===== config.mk =====
export PLATFORM = sky130hd
export DESIGN_NAME = lsu_top
export DESIGN_NICKNAME = d
export VERILOG_FILES = /design/src/lsu_op_pkg.sv /design/src/lsu_data_pkg.sv /design/src/lsu_req_if.sv /design/src/lsu_top.sv /design/src/lsu_result_pipe.sv /design/src/lsu_load_align.sv /design/src/lsu_sequencer.sv /design/src/lsu_req_queue.sv /design/src/lsu_agu.sv
export VERILOG_INCLUDE_DIRS = /design/src
export SDC_FILE = /design/constraint.sdc
export NUM_CORES = 1
export LEC_CHECK = 0
export BUFFER_PORTS_ARGS = -buffer_cell sky130_fd_sc_hd__buf_4
export CAP_MARGIN = 40
export CORE_UTILIZATION = 55
export CTS_CLUSTER_SIZE = 40
export DETAILED_ROUTE_END_ITERATION = 7
export PLACE_DENSITY = 0.79
export SKIP_CTS_REPAIR_TIMING = 1
export SLEW_MARGIN = 30
export SYNTH_ARGS = -nofsm -noshare
export SYNTH_HDL_FRONTEND = slang
export SYNTH_HIERARCHICAL = 1
export SYNTH_SLANG_ARGS = --single-unit

===== constraint.sdc =====
create_clock -name clk_i -period 6.4 [get_ports clk_i]
set_input_delay 0.96 -clock clk_i [delete_from_list [all_inputs] [get_ports clk_i]]
set_output_delay 0.96 -clock clk_i [all_outputs]
set_load 0.05 [all_outputs]

===== src/lsu_defs.svh =====
// --------------------
// Build-time constants of the load/store unit: data width, request queue
// depth, output register stages and misaligned-access exception causes
// --------------------

`ifndef LSU_DEFS_SVH
`define LSU_DEFS_SVH

// Data and address width
`define LSU_XLEN 32

// Entries in the request queue
`define LSU_QUEUE_DEPTH 2

// Register stages on each result path
`define LSU_RESULT_STAGES 1

// RISC-V exception causes
`define LSU_CAUSE_LD_MISALIGNED 4
`define LSU_CAUSE_ST_MISALIGNED 6

`endif

===== src/lsu_op_pkg.sv =====
// --------------------
// Operation types: load/store opcodes, functional unit select,
// exception cause and sequencer FSM states
// --------------------

`default_nettype none

package lsu_op_pkg;

  // Supported loads and stores
  typedef enum logic [3:0] {
    LB  = 4'h0,
    LBU = 4'h1,
    LH  = 4'h2,
    LHU = 4'h3,
    LW  = 4'h4,
    SB  = 4'h5,
    SH  = 4'h6,
    SW  = 4'h7
  } lsu_op_e;

  // Which result path an operation completes on
  typedef enum logic {
    LOAD  = 1'b0,
    STORE = 1'b1
  } fu_e;

  // Exception cause code
  typedef logic [3:0] cause_t;

  // Memory sequencer states
  typedef enum logic [1:0] {
    IDLE = 2'd0,
    REQ  = 2'd1,
    WAIT = 2'd2
  } seq_state_e;

endpackage

`default_nettype wire


===== src/lsu_data_pkg.sv =====
// --------------------
// Data path types: data word, byte address, byte enables and
// transaction ID
// --------------------

`default_nettype none

`include "lsu_defs.svh"

package lsu_data_pkg;

  // One data word
  typedef logic [`LSU_XLEN-1:0] xlen_t;

  // Byte address, no translation
  typedef logic [`LSU_XLEN-1:0] addr_t;

  // One enable per byte lane
  typedef logic [`LSU_XLEN/8-1:0] be_t;

  // Tag returned with each completion
  typedef logic [2:0] trans_id_t;

endpackage

`default_nettype wire


===== src/lsu_req_if.sv =====
// --------------------
// Queued request from the request queue head to the sequencer,
// with the pop handshake going back
// --------------------

`timescale 1ns/1ps
`default_nettype none

interface lsu_req_if;

  // Head entry, meaningful while valid is high
  logic                    valid;
  lsu_op_pkg::fu_e         fu;
  lsu_op_pkg::lsu_op_e     op;
  lsu_data_pkg::addr_t     addr;
  lsu_data_pkg::be_t       be;
  lsu_data_pkg::xlen_t     wdata;
  lsu_data_pkg::trans_id_t trans_id;
  logic                    ex_valid;
  lsu_op_pkg::cause_t      ex_cause;

  // One-cycle pulse removes the head
  logic                    pop;

  modport queue (
    output valid, fu, op, addr, be, wdata, trans_id, ex_valid, ex_cause,
    input  pop
  );

  modport seq (
    input  valid, fu, op, addr, be, wdata, trans_id, ex_valid, ex_cause,
    output pop
  );

endinterface

`default_nettype wire


===== src/lsu_top.sv =====
// --------------------
// Load/store unit top level: AGU, request queue, sequencer,
// load alignment and the two result pipes
// --------------------

`timescale 1ns/1ps
`default_nettype none

module lsu_top (
  input  logic                    clk_i,
  input  logic                    rst_ni,
  // Issue port
  input  logic                    lsu_valid_i,
  input  lsu_op_pkg::lsu_op_e     op_i,
  input  lsu_data_pkg::xlen_t     operand_a_i,
  input  lsu_data_pkg::xlen_t     imm_i,
  input  lsu_data_pkg::xlen_t     operand_b_i,
  input  lsu_data_pkg::trans_id_t trans_id_i,
  output logic                    lsu_ready_o,
  // Memory port
  output logic                    mem_req_o,
  output logic                    mem_we_o,
  output lsu_data_pkg::addr_t     mem_addr_o,
  output lsu_data_pkg::be_t       mem_be_o,
  output lsu_data_pkg::xlen_t     mem_wdata_o,
  input  logic                    mem_gnt_i,
  input  logic                    mem_rvalid_i,
  input  lsu_data_pkg::xlen_t     mem_rdata_i,
  // Load results
  output logic                    load_valid_o,
  output lsu_data_pkg::trans_id_t load_trans_id_o,
  output lsu_data_pkg::xlen_t     load_result_o,
  output logic                    load_ex_valid_o,
  output lsu_op_pkg::cause_t      load_ex_cause_o,
  // Store results
  output logic                    store_valid_o,
  output lsu_data_pkg::trans_id_t store_trans_id_o,
  output lsu_data_pkg::xlen_t     store_result_o,
  output logic                    store_ex_valid_o,
  output lsu_op_pkg::cause_t      store_ex_cause_o
);

  lsu_op_pkg::fu_e         agu_fu;
  lsu_data_pkg::addr_t     agu_addr;
  lsu_data_pkg::be_t       agu_be;
  lsu_data_pkg::xlen_t     agu_wdata;
  logic                    agu_ex_valid;
  lsu_op_pkg::cause_t      agu_ex_cause;

  logic                    ld_done;
  logic                    st_done;
  lsu_data_pkg::trans_id_t done_trans_id;
  logic                    done_ex_valid;
  lsu_op_pkg::cause_t      done_ex_cause;
  lsu_data_pkg::addr_t     done_addr;
  lsu_op_pkg::lsu_op_e     done_op;
  lsu_data_pkg::xlen_t     ld_aligned;
  lsu_data_pkg::xlen_t     ld_result;
  lsu_data_pkg::xlen_t     st_result;

  lsu_req_if head_if ();

  lsu_agu agu_i (
    .op_i        (op_i),
    .operand_a_i (operand_a_i),
    .imm_i       (imm_i),
    .operand_b_i (operand_b_i),
    .fu_o        (agu_fu),
    .addr_o      (agu_addr),
    .be_o        (agu_be),
    .wdata_o     (agu_wdata),
    .ex_valid_o  (agu_ex_valid),
    .ex_cause_o  (agu_ex_cause)
  );

  lsu_req_queue queue_i (
    .clk_i       (clk_i),
    .rst_ni      (rst_ni),
    .push_i      (lsu_valid_i),
    .fu_i        (agu_fu),
    .op_i        (op_i),
    .addr_i      (agu_addr),
    .be_i        (agu_be),
    .wdata_i     (agu_wdata),
    .trans_id_i  (trans_id_i),
    .ex_valid_i  (agu_ex_valid),
    .ex_cause_i  (agu_ex_cause),
    .ready_o     (lsu_ready_o),
    .head        (head_if.queue)
  );

  lsu_sequencer seq_i (
    .clk_i           (clk_i),
    .rst_ni          (rst_ni),
    .head            (head_if.seq),
    .mem_req_o       (mem_req_o),
    .mem_we_o        (mem_we_o),
    .mem_addr_o      (mem_addr_o),
    .mem_be_o        (mem_be_o),
    .mem_wdata_o     (mem_wdata_o),
    .mem_gnt_i       (mem_gnt_i),
    .mem_rvalid_i    (mem_rvalid_i),
    .ld_done_o       (ld_done),
    .st_done_o       (st_done),
    .done_trans_id_o (done_trans_id),
    .done_ex_valid_o (done_ex_valid),
    .done_ex_cause_o (done_ex_cause),
    .done_addr_o     (done_addr),
    .done_op_o       (done_op)
  );

  lsu_load_align align_i (
    .rdata_i  (mem_rdata_i),
    .addr_i   (done_addr),
    .op_i     (done_op),
    .result_o (ld_aligned)
  );

  // Exceptions report the faulting address as result
  assign ld_result = done_ex_valid ? done_addr : ld_aligned;
  assign st_result = done_ex_valid ? done_addr : '0;

  lsu_result_pipe load_pipe_i (
    .clk_i      (clk_i),
    .rst_ni     (rst_ni),
    .valid_i    (ld_done),
    .trans_id_i (done_trans_id),
    .result_i   (ld_result),
    .ex_valid_i (done_ex_valid),
    .ex_cause_i (done_ex_cause),
    .valid_o    (load_valid_o),
    .trans_id_o (load_trans_id_o),
    .result_o   (load_result_o),
    .ex_valid_o (load_ex_valid_o),
    .ex_cause_o (load_ex_cause_o)
  );

  lsu_result_pipe store_pipe_i (
    .clk_i      (clk_i),
    .rst_ni     (rst_ni),
    .valid_i    (st_done),
    .trans_id_i (done_trans_id),
    .result_i   (st_result),
    .ex_valid_i (done_ex_valid),
    .ex_cause_i (done_ex_cause),
    .valid_o    (store_valid_o),
    .trans_id_o (store_trans_id_o),
    .result_o   (store_result_o),
    .ex_valid_o (store_ex_valid_o),
    .ex_cause_o (store_ex_cause_o)
  );

endmodule

`default_nettype wire


===== src/lsu_result_pipe.sv =====
// --------------------
// Output register chain for one result path
// --------------------

`timescale 1ns/1ps
`default_nettype none

`include "lsu_defs.svh"

module lsu_result_pipe #(
  parameter int unsigned STAGES = `LSU_RESULT_STAGES
) (
  input  logic                    clk_i,
  input  logic                    rst_ni,
  input  logic                    valid_i,
  input  lsu_data_pkg::trans_id_t trans_id_i,
  input  lsu_data_pkg::xlen_t     result_i,
  input  logic                    ex_valid_i,
  input  lsu_op_pkg::cause_t      ex_cause_i,
  output logic                    valid_o,
  output lsu_data_pkg::trans_id_t trans_id_o,
  output lsu_data_pkg::xlen_t     result_o,
  output logic                    ex_valid_o,
  output lsu_op_pkg::cause_t      ex_cause_o
);

  logic [STAGES-1:0]       valid_q;
  lsu_data_pkg::trans_id_t trans_id_q [STAGES];
  lsu_data_pkg::xlen_t     result_q   [STAGES];
  logic                    ex_valid_q [STAGES];
  lsu_op_pkg::cause_t      ex_cause_q [STAGES];

  always_ff @(posedge clk_i or negedge rst_ni) begin
    if (!rst_ni) begin
      valid_q <= '0;
    end else begin
      valid_q[0] <= valid_i;
      for (int i = 1; i < STAGES; i++) begin
        valid_q[i] <= valid_q[i-1];
      end
    end
  end

  // Payload follows its valid bit
  always_ff @(posedge clk_i) begin
    trans_id_q[0] <= trans_id_i;
    result_q[0]   <= result_i;
    ex_valid_q[0] <= ex_valid_i;
    ex_cause_q[0] <= ex_cause_i;
    for (int i = 1; i < STAGES; i++) begin
      trans_id_q[i] <= trans_id_q[i-1];
      result_q[i]   <= result_q[i-1];
      ex_valid_q[i] <= ex_valid_q[i-1];
      ex_cause_q[i] <= ex_cause_q[i-1];
    end
  end

  assign valid_o    = valid_q[STAGES-1];
  assign trans_id_o = trans_id_q[STAGES-1];
  assign result_o   = result_q[STAGES-1];
  assign ex_valid_o = ex_valid_q[STAGES-1];
  assign ex_cause_o = ex_cause_q[STAGES-1];

endmodule

`default_nettype wire


===== src/lsu_load_align.sv =====
// --------------------
// Load data alignment with sign or zero extension
// --------------------

`timescale 1ns/1ps
`default_nettype none

module lsu_load_align (
  input  lsu_data_pkg::xlen_t rdata_i,
  input  lsu_data_pkg::addr_t addr_i,
  input  lsu_op_pkg::lsu_op_e op_i,
  output lsu_data_pkg::xlen_t result_o
);

  // Addressed byte moved down to lane 0
  lsu_data_pkg::xlen_t shifted;

  assign shifted = rdata_i >> {addr_i[1:0], 3'b000};

  always_comb begin
    case (op_i)
      lsu_op_pkg::LB:  result_o = lsu_data_pkg::xlen_t'($signed(shifted[7:0]));
      lsu_op_pkg::LBU: result_o = lsu_data_pkg::xlen_t'(shifted[7:0]);
      lsu_op_pkg::LH:  result_o = lsu_data_pkg::xlen_t'($signed(shifted[15:0]));
      lsu_op_pkg::LHU: result_o = lsu_data_pkg::xlen_t'(shifted[15:0]);
      default:         result_o = rdata_i;
    endcase
  end

endmodule

`default_nettype wire


===== src/lsu_sequencer.sv =====
// --------------------
// Memory sequencer: issues the queue head on the req/gnt/rvalid port
// one at a time and signals completions
// --------------------

`timescale 1ns/1ps
`default_nettype none

module lsu_sequencer (
  input  logic                    clk_i,
  input  logic                    rst_ni,
  lsu_req_if.seq                  head,
  output logic                    mem_req_o,
  output logic                    mem_we_o,
  output lsu_data_pkg::addr_t     mem_addr_o,
  output lsu_data_pkg::be_t       mem_be_o,
  output lsu_data_pkg::xlen_t     mem_wdata_o,
  input  logic                    mem_gnt_i,
  input  logic                    mem_rvalid_i,
  output logic                    ld_done_o,
  output logic                    st_done_o,
  output lsu_data_pkg::trans_id_t done_trans_id_o,
  output logic                    done_ex_valid_o,
  output lsu_op_pkg::cause_t      done_ex_cause_o,
  output lsu_data_pkg::addr_t     done_addr_o,
  output lsu_op_pkg::lsu_op_e     done_op_o
);

  lsu_op_pkg::seq_state_e state_q;
  lsu_op_pkg::seq_state_e state_d;
  logic                   is_store;
  logic                   done;

  assign is_store = (head.fu == lsu_op_pkg::STORE);

  // --------------------
  // Control FSM
  // --------------------
  always_comb begin
    state_d = state_q;
    done    = 1'b0;
    case (state_q)
      lsu_op_pkg::IDLE: begin
        if (head.valid) begin
          // Misaligned requests never reach memory
          if (head.ex_valid) begin
            done = 1'b1;
          end else begin
            state_d = lsu_op_pkg::REQ;
          end
        end
      end
      lsu_op_pkg::REQ: begin
        if (mem_gnt_i) begin
          if (is_store) begin
            done    = 1'b1;
            state_d = lsu_op_pkg::IDLE;
          end else begin
            state_d = lsu_op_pkg::WAIT;
          end
        end
      end
      lsu_op_pkg::WAIT: begin
        if (mem_rvalid_i) begin
          done    = 1'b1;
          state_d = lsu_op_pkg::IDLE;
        end
      end
      default: state_d = lsu_op_pkg::IDLE;
    endcase
  end

  always_ff @(posedge clk_i or negedge rst_ni) begin
    if (!rst_ni) begin
      state_q <= lsu_op_pkg::IDLE;
    end else begin
      state_q <= state_d;
    end
  end

  // --------------------
  // Memory port
  // --------------------
  // Head stays put until completion, so the request is stable
  assign mem_req_o   = (state_q == lsu_op_pkg::REQ);
  assign mem_we_o    = is_store;
  assign mem_addr_o  = head.addr & ~lsu_data_pkg::addr_t'(3);
  assign mem_be_o    = head.be;
  assign mem_wdata_o = head.wdata;

  // --------------------
  // Completion
  // --------------------
  assign head.pop        = done;
  assign ld_done_o       = done && !is_store;
  assign st_done_o       = done && is_store;
  assign done_trans_id_o = head.trans_id;
  assign done_ex_valid_o = head.ex_valid;
  assign done_ex_cause_o = head.ex_cause;
  assign done_addr_o     = head.addr;
  assign done_op_o       = head.op;

endmodule

`default_nettype wire


===== src/lsu_req_queue.sv =====
// --------------------
// In-order request queue between the AGU and the sequencer,
// source of the issue ready signal
// --------------------

`timescale 1ns/1ps
`default_nettype none

`include "lsu_defs.svh"

module lsu_req_queue (
  input  logic                    clk_i,
  input  logic                    rst_ni,
  input  logic                    push_i,
  input  lsu_op_pkg::fu_e         fu_i,
  input  lsu_op_pkg::lsu_op_e     op_i,
  input  lsu_data_pkg::addr_t     addr_i,
  input  lsu_data_pkg::be_t       be_i,
  input  lsu_data_pkg::xlen_t     wdata_i,
  input  lsu_data_pkg::trans_id_t trans_id_i,
  input  logic                    ex_valid_i,
  input  lsu_op_pkg::cause_t      ex_cause_i,
  output logic                    ready_o,
  lsu_req_if.queue                head
);

  localparam int unsigned DEPTH = `LSU_QUEUE_DEPTH;
  localparam int unsigned PTR_W = (DEPTH > 1) ? $clog2(DEPTH) : 1;
  localparam int unsigned CNT_W = $clog2(DEPTH + 1);

  logic [PTR_W-1:0] wr_ptr_q;
  logic [PTR_W-1:0] rd_ptr_q;
  logic [CNT_W-1:0] count_q;
  logic             do_push;
  logic             do_pop;

  // Entry storage
  lsu_op_pkg::fu_e         fu_mem       [DEPTH];
  lsu_op_pkg::lsu_op_e     op_mem       [DEPTH];
  lsu_data_pkg::addr_t     addr_mem     [DEPTH];
  lsu_data_pkg::be_t       be_mem       [DEPTH];
  lsu_data_pkg::xlen_t     wdata_mem    [DEPTH];
  lsu_data_pkg::trans_id_t trans_id_mem [DEPTH];
  logic                    ex_valid_mem [DEPTH];
  lsu_op_pkg::cause_t      ex_cause_mem [DEPTH];

  assign ready_o = (count_q < CNT_W'(DEPTH));
  assign do_push = push_i && ready_o;
  assign do_pop  = head.pop && head.valid;

  always_ff @(posedge clk_i or negedge rst_ni) begin
    if (!rst_ni) begin
      wr_ptr_q <= '0;
      rd_ptr_q <= '0;
      count_q  <= '0;
    end else begin
      if (do_push) begin
        wr_ptr_q <= (wr_ptr_q == PTR_W'(DEPTH - 1)) ? '0 : wr_ptr_q + 1'b1;
      end
      if (do_pop) begin
        rd_ptr_q <= (rd_ptr_q == PTR_W'(DEPTH - 1)) ? '0 : rd_ptr_q + 1'b1;
      end
      if (do_push && !do_pop) begin
        count_q <= count_q + 1'b1;
      end else if (do_pop && !do_push) begin
        count_q <= count_q - 1'b1;
      end
    end
  end

  always_ff @(posedge clk_i) begin
    if (do_push) begin
      fu_mem[wr_ptr_q]       <= fu_i;
      op_mem[wr_ptr_q]       <= op_i;
      addr_mem[wr_ptr_q]     <= addr_i;
      be_mem[wr_ptr_q]       <= be_i;
      wdata_mem[wr_ptr_q]    <= wdata_i;
      trans_id_mem[wr_ptr_q] <= trans_id_i;
      ex_valid_mem[wr_ptr_q] <= ex_valid_i;
      ex_cause_mem[wr_ptr_q] <= ex_cause_i;
    end
  end

  // Head of the queue
  assign head.valid    = (count_q != '0);
  assign head.fu       = fu_mem[rd_ptr_q];
  assign head.op       = op_mem[rd_ptr_q];
  assign head.addr     = addr_mem[rd_ptr_q];
  assign head.be       = be_mem[rd_ptr_q];
  assign head.wdata    = wdata_mem[rd_ptr_q];
  assign head.trans_id = trans_id_mem[rd_ptr_q];
  assign head.ex_valid = ex_valid_mem[rd_ptr_q];
  assign head.ex_cause = ex_cause_mem[rd_ptr_q];

endmodule

`default_nettype wire


===== src/lsu_agu.sv =====
// --------------------
// Address generation: base plus immediate, byte enables, store lane
// shift and misalignment detection
// --------------------

`timescale 1ns/1ps
`default_nettype none

`include "lsu_defs.svh"

module lsu_agu (
  input  lsu_op_pkg::lsu_op_e op_i,
  input  lsu_data_pkg::xlen_t operand_a_i,
  input  lsu_data_pkg::xlen_t imm_i,
  input  lsu_data_pkg::xlen_t operand_b_i,
  output lsu_op_pkg::fu_e     fu_o,
  output lsu_data_pkg::addr_t addr_o,
  output lsu_data_pkg::be_t   be_o,
  output lsu_data_pkg::xlen_t wdata_o,
  output logic                ex_valid_o,
  output lsu_op_pkg::cause_t  ex_cause_o
);

  // Log2 of the transfer size in bytes
  logic [1:0] xfer_size;

  assign addr_o = operand_a_i + imm_i;

  // --------------------
  // Operation decode
  // --------------------
  always_comb begin
    fu_o      = lsu_op_pkg::LOAD;
    xfer_size = 2'd2;
    case (op_i)
      lsu_op_pkg::LB, lsu_op_pkg::LBU: xfer_size = 2'd0;
      lsu_op_pkg::LH, lsu_op_pkg::LHU: xfer_size = 2'd1;
      lsu_op_pkg::SB: begin
        fu_o      = lsu_op_pkg::STORE;
        xfer_size = 2'd0;
      end
      lsu_op_pkg::SH: begin
        fu_o      = lsu_op_pkg::STORE;
        xfer_size = 2'd1;
      end
      lsu_op_pkg::SW: fu_o = lsu_op_pkg::STORE;
      default: ;
    endcase
  end

  // --------------------
  // Byte lanes
  // --------------------
  always_comb begin
    case (xfer_size)
      2'd0:    be_o = lsu_data_pkg::be_t'(1) << addr_o[1:0];
      2'd1:    be_o = lsu_data_pkg::be_t'(3) << addr_o[1:0];
      default: be_o = '1;
    endcase
  end

  // Store data moves up to the addressed lane
  assign wdata_o = operand_b_i << {addr_o[1:0], 3'b000};

  // --------------------
  // Misalignment
  // --------------------
  assign ex_valid_o = ((xfer_size == 2'd2) && (addr_o[1:0] != 2'b00)) ||
                      ((xfer_size == 2'd1) && addr_o[0]);

  assign ex_cause_o = (fu_o == lsu_op_pkg::STORE) ?
                      lsu_op_pkg::cause_t'(`LSU_CAUSE_ST_MISALIGNED) :
                      lsu_op_pkg::cause_t'(`LSU_CAUSE_LD_MISALIGNED);

endmodule

`default_nettype wire


======== After elaboration in Yosys (flattened, before gate mapping) ========
Memories as Yosys holds them, arrays and structs flattened.
Index checks and enable logic that the tools add are counted.
cells by class
  order comparisons ....................... 1
  shifts and indexed selects .............. 4
  $add $sub $neg .......................... 5
  eq/ne operators ......................... 17
  muxes and demuxes ....................... 25
  reduce and logical (&&, ||, !) cells .... 23
operators with widths
  operator               number
  $pmux W32 S4           1
  $mux W32               2
  $add A32 B32 Y32       1
  $shl A32 B5 Y32        1
  $shr A32 B5 Y16        1
  $eq A4 B2 Y1 const B   4
  $mux W2                8
  $eq A4 B3 Y1 const B   3
  $mux W1                10
  $reduce_or A3 Y1       3
  $eq A4 B1 Y1 const B   2
  $logic_and A1 B1 Y1    8
  $logic_not A4 Y1       2
  $pmux W4 S2            1
  $ne A2 B2 Y1 const B   3
  $pmux W2 S3            1
  $reduce_bool A2 Y1     3
  $eq A2 B1 Y1 const B   2
  $eq A2 B2 Y1 const B   2
  $logic_not A2 Y1       2
  $pmux W2 S2            1
  $reduce_and A4 Y1      1
  $shl A1 B2 Y4 const A  1
  $shl A2 B2 Y4 const A  1
  other kinds (8)        11
word-level totals
  memories kept ........................... 16
  logic and storage cells ................. 97
  bits in registers ....................... 8
  output and inout bits ................... 153
  bits of input ports ..................... 140
  RAM bits ................................ 238
memory list
  memory                 depth  bits a word  rd ports  clocked after memory_dff  wr ports  line                   RTL
  queue_i.addr_mem       2      32           1         0                         1         lsu_req_queue.sv:40    lsu_data_pkg::addr_t addr_mem [DEPTH];
  queue_i.wdata_mem      2      32           1         0                         1         lsu_req_queue.sv:42    lsu_data_pkg::xlen_t wdata_mem [DEPTH];
  load_pipe_i.result_q   1      32           1         0                         1         lsu_result_pipe.sv:29  lsu_data_pkg::xlen_t result_q [STAGES];
  store_pipe_i.result_q  1      32           1         0                         1         lsu_result_pipe.sv:29
  queue_i.be_mem         2      4            1         0                         1         lsu_req_queue.sv:41    lsu_data_pkg::be_t be_mem [DEPTH];
  queue_i.op_mem         2      4            1         0                         1         lsu_req_queue.sv:39    lsu_op_pkg::lsu_op_e op_mem [DEPTH];
  +10 memories           n/a    n/a          n/a       n/a                       n/a       n/a

======== Depth between registers and ports, before layout ========
An unclocked memory read counts as a cell.
  depth after elaboration ................. 8
  mapped depth ............................ 10
  mapped depth without buffers ............ 10

======== By module ========
Netlist, hierarchy kept.
by module, submodules not included
  module           area each (µm²)  times used  cells each  seq. area each (µm²)
  lsu_req_queue    6,437.4          1           269         4,964.8
  lsu_agu          2,313.5          1           342         0.0
  lsu_result_pipe  825.8            2           41          825.8
  lsu_sequencer    991.0            1           129         50.0
  lsu_load_align   907.1            1           129         0.0
  lsu_top          747.0            1           71          0.0

======== Least setup slack after synthesis ========
OpenSTA, ideal clock, no wires.
  path type ............................... input to register
  from .................................... in lsu_valid_i
  to ...................................... mem queue_i/addr_mem[0][0] (netlist name) (enable)
  path slack .............................. 1.050 ns
  arrival ................................. 4.820 ns
  data required time ...................... 5.869 ns
  path buffers ............................ 0
  stages on the path ...................... 2
  setup time .............................. 0.531 ns
  path through ............................ nor2b_1 -> nor2b_1
on the way
  word-level cells in the longest chain between the ends .. 3
ends and longest elaborated chain
  item                           line                 RTL
  start: declaration             lsu_top.sv:13        input logic lsu_valid_i,
  $logic_and A1 B1 Y1            lsu_req_queue.sv:48  assign do_push = push_i && ready_o;
  $mux W1                        lsu_req_queue.sv:72  if (do_push) begin
  $mux W1 (not written as such)  lsu_req_queue.sv:75  addr_mem[wr_ptr_q] <= addr_i;
  end: declaration               lsu_req_queue.sv:40
No other way between the ends.

======== Worst setup path after layout ========
  from .................................... reg queue_i.rd_ptr_q
  to ...................................... out mem_wdata_o[3]
on the way
  word-level cells in the longest chain between the ends .. 1
ends and longest elaborated chain
  item                      line                 RTL
  start: declaration        lsu_req_queue.sv:32  logic [PTR_W-1:0] rd_ptr_q;
  start signal: assignment  lsu_req_queue.sv:61  rd_ptr_q <= (rd_ptr_q == PTR_W'(DEPTH - 1)) ? '0 : rd_ptr_q + 1'b1;
  $mem_v2 Z2 W32            n/a
  end: declaration          lsu_top.sv:25        output lsu_data_pkg::xlen_t mem_wdata_o,
No other way between the ends.

==> impl_metrics.csv <==
group,metric,value,unit
status,status,"complete, no violations",
final_layout,fin_nets,1366,
routing,vias,8303,
setup_path,crit_path_max_cell_delay,0.92,ns
synth,area_share_of_the_largest_cell_type_after_synthesis,0.373,
power,pwr_density_cell,531,nW/um^2
synth,ys_ff_latch,250,
floorplanning,die_area,24300,um^2
synth,netlist_top_cells_count,"edfxtp_1 (162), buf_4 (120), mux2_4 (108)",
clock_tree,worst_skew_pair.late_latency,0.54,ns
final_layout,sequential_cell_area,6670,um^2
setup_path,end_kind,"output port",
timing,maxClockFrequency,0.262,GHz
timing,tightestPinTransition,0.850,ns
synth,synth-warning-count,6,
setup_path,worstPathRequired,5.44,ns
global_route,grt_start_max_net_pins,52,
synth,yosys.area.top_type,"edfxtp_1",
global_route,total_global_route_track_usage,0.243,
clock_tree,cts.reportedPaths.clkPinSlew,0.06,ns
floorplanning,die_w,156,um
clock_tree,cts-root-to-sink-buffers,3,
global_route,first_global_vias,8240,
clock_tree,clock_tree.root_cell,"clkbuf_16",
setup_path,arrival,2.86,ns
setup_path,worstPathCellList,"buf_4, mux2_4, buf_4",
timing,fin_tns_setup,0,ns
synth,yosys-top-cells-area,"edfxtp_1 (37%), mux2_4 (12%), dfxtp_1 (12%), buf_4 (6.9%), ha_1 (3.1%)",
synth,post_synth_instance_area,13000,um^2
floorplanning,io_pins,293,
floorplanning,chipHeight,156,um
power,p_sw,3460,uW
timing,total_of_endpoints_with_negative_setup_slack_in_the_final_report,0,
floorplanning,start_util,0.568,
global_route,globalRouteOverflowTotal,0,
clock_tree,cts_made_buffers,27,
global_route,grt_pass1_wl,45200,um
synth,post_synth_inst_count,1022,
routing,drt_wirelength,29700,um
routing,dr.pass1.iters,5,
timing,rsz0062_at_grt,"no",
power,power.leakage,0.00658,uW
power,power_frac_comb,0.502,
timing,fin_crit_sh,0.596,
floorplanning,rows,55,
power,intPower,4720,uW
synth,number_of_enable_flip_flop_cells_after_synthesis,162,
synth,yosysUniqueCellTypes,76,
setup_path,worst_path_max_delay_cell,"dfrtp_4",
timing,final.min_clock_period,3.82,ns
final_layout,layout.filler_cells,1721,
synth,synth-async-reset-ratio,0.0320,
power,p_seq_frac,0.300,
setup_path,timing.critical_path.fanout_max,44,
setup_path,timing.critical_path.from_type,"flip-flop",
timing,report.final.hold_viol_count,0,
clock_tree,tritoncts,"built",
hold_path,hold_path_class,"input port to asynchronous set/reset pin",
final_layout,design_area,15400,um^2
final_layout,synthToLayoutAreaGrowth,18.1,%
routing,drtAntennaViolNets,0,
routing,post_drt_via_cell_ratio,5.43,
routing,drc_errors,0,
place,instance_area_at_placement,14500,um^2
synth,synth_flop_cell,"edfxtp_1",
floorplanning,core-area,23000,um^2
routing,routedWlPerCell,19.4,um
timing,timing.slew.headroom,0.433,
final_layout,multi_input_area,5080,um^2
setup_path,critPathMostFrequentCell,"buf_4",
global_route,antenna_found_initial,1,
timing,report.final.slew_viol_count,0,
clock_tree,clock-sinks,250,
timing,finClkSkew,0.0185,ns
power,p_clk_frac,0.198,
place,dp_hpwl,21900,um
place,finalWeightedCongestion,0.898,
run,maxCapViolations,0,
routing,detail_route.iter0.violations,496,
setup_path,critical_path_buf_inv_count,2,
clock_tree,cts_htree_levels,1,
final_layout,layout-drive-gt1-share,0.408,
power,design_power_total,8180,uW
synth,synth_sequential_area_ratio,0.511,
synth,syn_area_per_cell,12.8,um^2
power,vdd_ir_drop_max,0.391,mV
synth,synth.most_common_cell,"edfxtp_1",
setup_path,timing.critical_path.max_delay_family,"buffers and inverters",
place,port_buffers,290,
setup_path,critical_path_class,"flip-flop to output port",
power,switching_share,0.423,
==> state kept, by name (all words and copies together) (netlist names), 4 cells and up <==
register                 cells
queue_i/addr_mem            64
queue_i/be_mem               8
load_pipe_i/ex_cause_q       4
store_pipe_i/ex_cause_q      4
queue_i/op_mem               8
store_pipe_i/result_q       32
queue_i/ex_cause_mem         8
queue_i/trans_id_mem         6
load_pipe_i/result_q        32
queue_i/wdata_mem           64
==> power groups by stage <==
stage	Clock [uW]	Sequential [uW]	Combinational [uW]
finish	1620	2460	4100
global route	1690	2500	4290
CTS	1640	2460	4110
detailed placement	0	2490	4090
global placement	0	2470	4030
floorplan	0	3250	2720
==> worst paths after layout <==
| kind | startpoint | to | slack, ns | cells after the start |
|---|---|---|---|---|
| min | rst_ni | seq_i/state_q[1] | 0.24 | 1 |
| min reg2reg | queue_i/trans_id_mem[1][1] | store_pipe_i/trans_id_q[0][1] | 0.48 | 1 |
| max | queue_i/rd_ptr_q | mem_wdata_o[3] | 2.58 | 3 |
| max reg2reg | queue_i/rd_ptr_q | queue_i/count_q[1] | 3.37 | 8 |
| max in group asynchronous | rst_ni | queue_i/rd_ptr_q | 6.01 | 1 |
| min in group clk_i | queue_i/trans_id_mem[1][1] | store_pipe_i/trans_id_q[0][1] | 0.48 | 1 |
==> layout make-up <==
type / instances / share of cell area
antenna: 1 / 0.000162
sequential: 250 / 0.433
multi-input combinational: 602 / 0.330
inverter: 13 / 0.00317
tap: 313 / 0.0254
clock inverter: 18 / 0.0141
clock buffer: 32 / 0.0464
timing repair buffer: 299 / 0.148
==> placed cells by master, fill, tap and decap left out, types with 22 or more instances in the layout <==
| master | Yosys | routed |
|---|---|---|
| a21oi_1 | 38 | 38 |
| and2_1 | 44 | 43 |
| buf_4 | 120 | 295 |
| clkbuf_16 | 0 | 27 |
| dfxtp_1 | 80 | 80 |
| edfxtp_1 | 162 | 162 |
| ha_1 | 32 | 32 |
| mux2_4 | 108 | 108 |
| nand2_1 | 55 | 55 |
| nor2_1 | 39 | 39 |
| o21ai_0 | 35 | 35 |
| xnor2_1 | 22 | 22 |
==> metal layers <==
layer  wire length (um)  vias up  track usage
met4               1270        0        0.106
met5                  0        -            0
met3               1880       74       0.0497
li1                   -     3949            -
met1              12200     3971        0.305
met2              14300      309        0.404
==> through the flow <==
| step | setup WS (ns) | util | instances | hold slack, ns |
|---|---|---|---|---|
| 2_1_floorplan | 1.05 | - | 1024 | 0.455 |
| 3_3_place_gp | 2.87 | 0.627 | 1473 | 0.461 |
| 3_5_place_dp | 2.79 | 0.629 | 1475 | 0.469 |
| 4_1_cts | 2.55 | 0.670 | 1525 | 0.222 |
| 5_1_grt | 2.48 | 0.670 | 1527 | 0.234 |
| 6_report | 2.58 | 0.671 | 1528 | 0.241 |
==> logic make-up after synthesis <==
| group | share of synthesized area |
|---|---|
| AO/OA/AOI/OAI | 0.105 |
| XOR/XNOR | 0.0208 |
| adder cells (fa/ha/maj) | 0.0322 |
| buffers and inverters | 0.101 |
| flip-flops | 0.511 |
| multiplexers | 0.151 |
| other | 0.000863 |
| AND/OR/NAND/NOR | 0.0784 |
No activity file was read; power rests on OpenSTA's default activity.
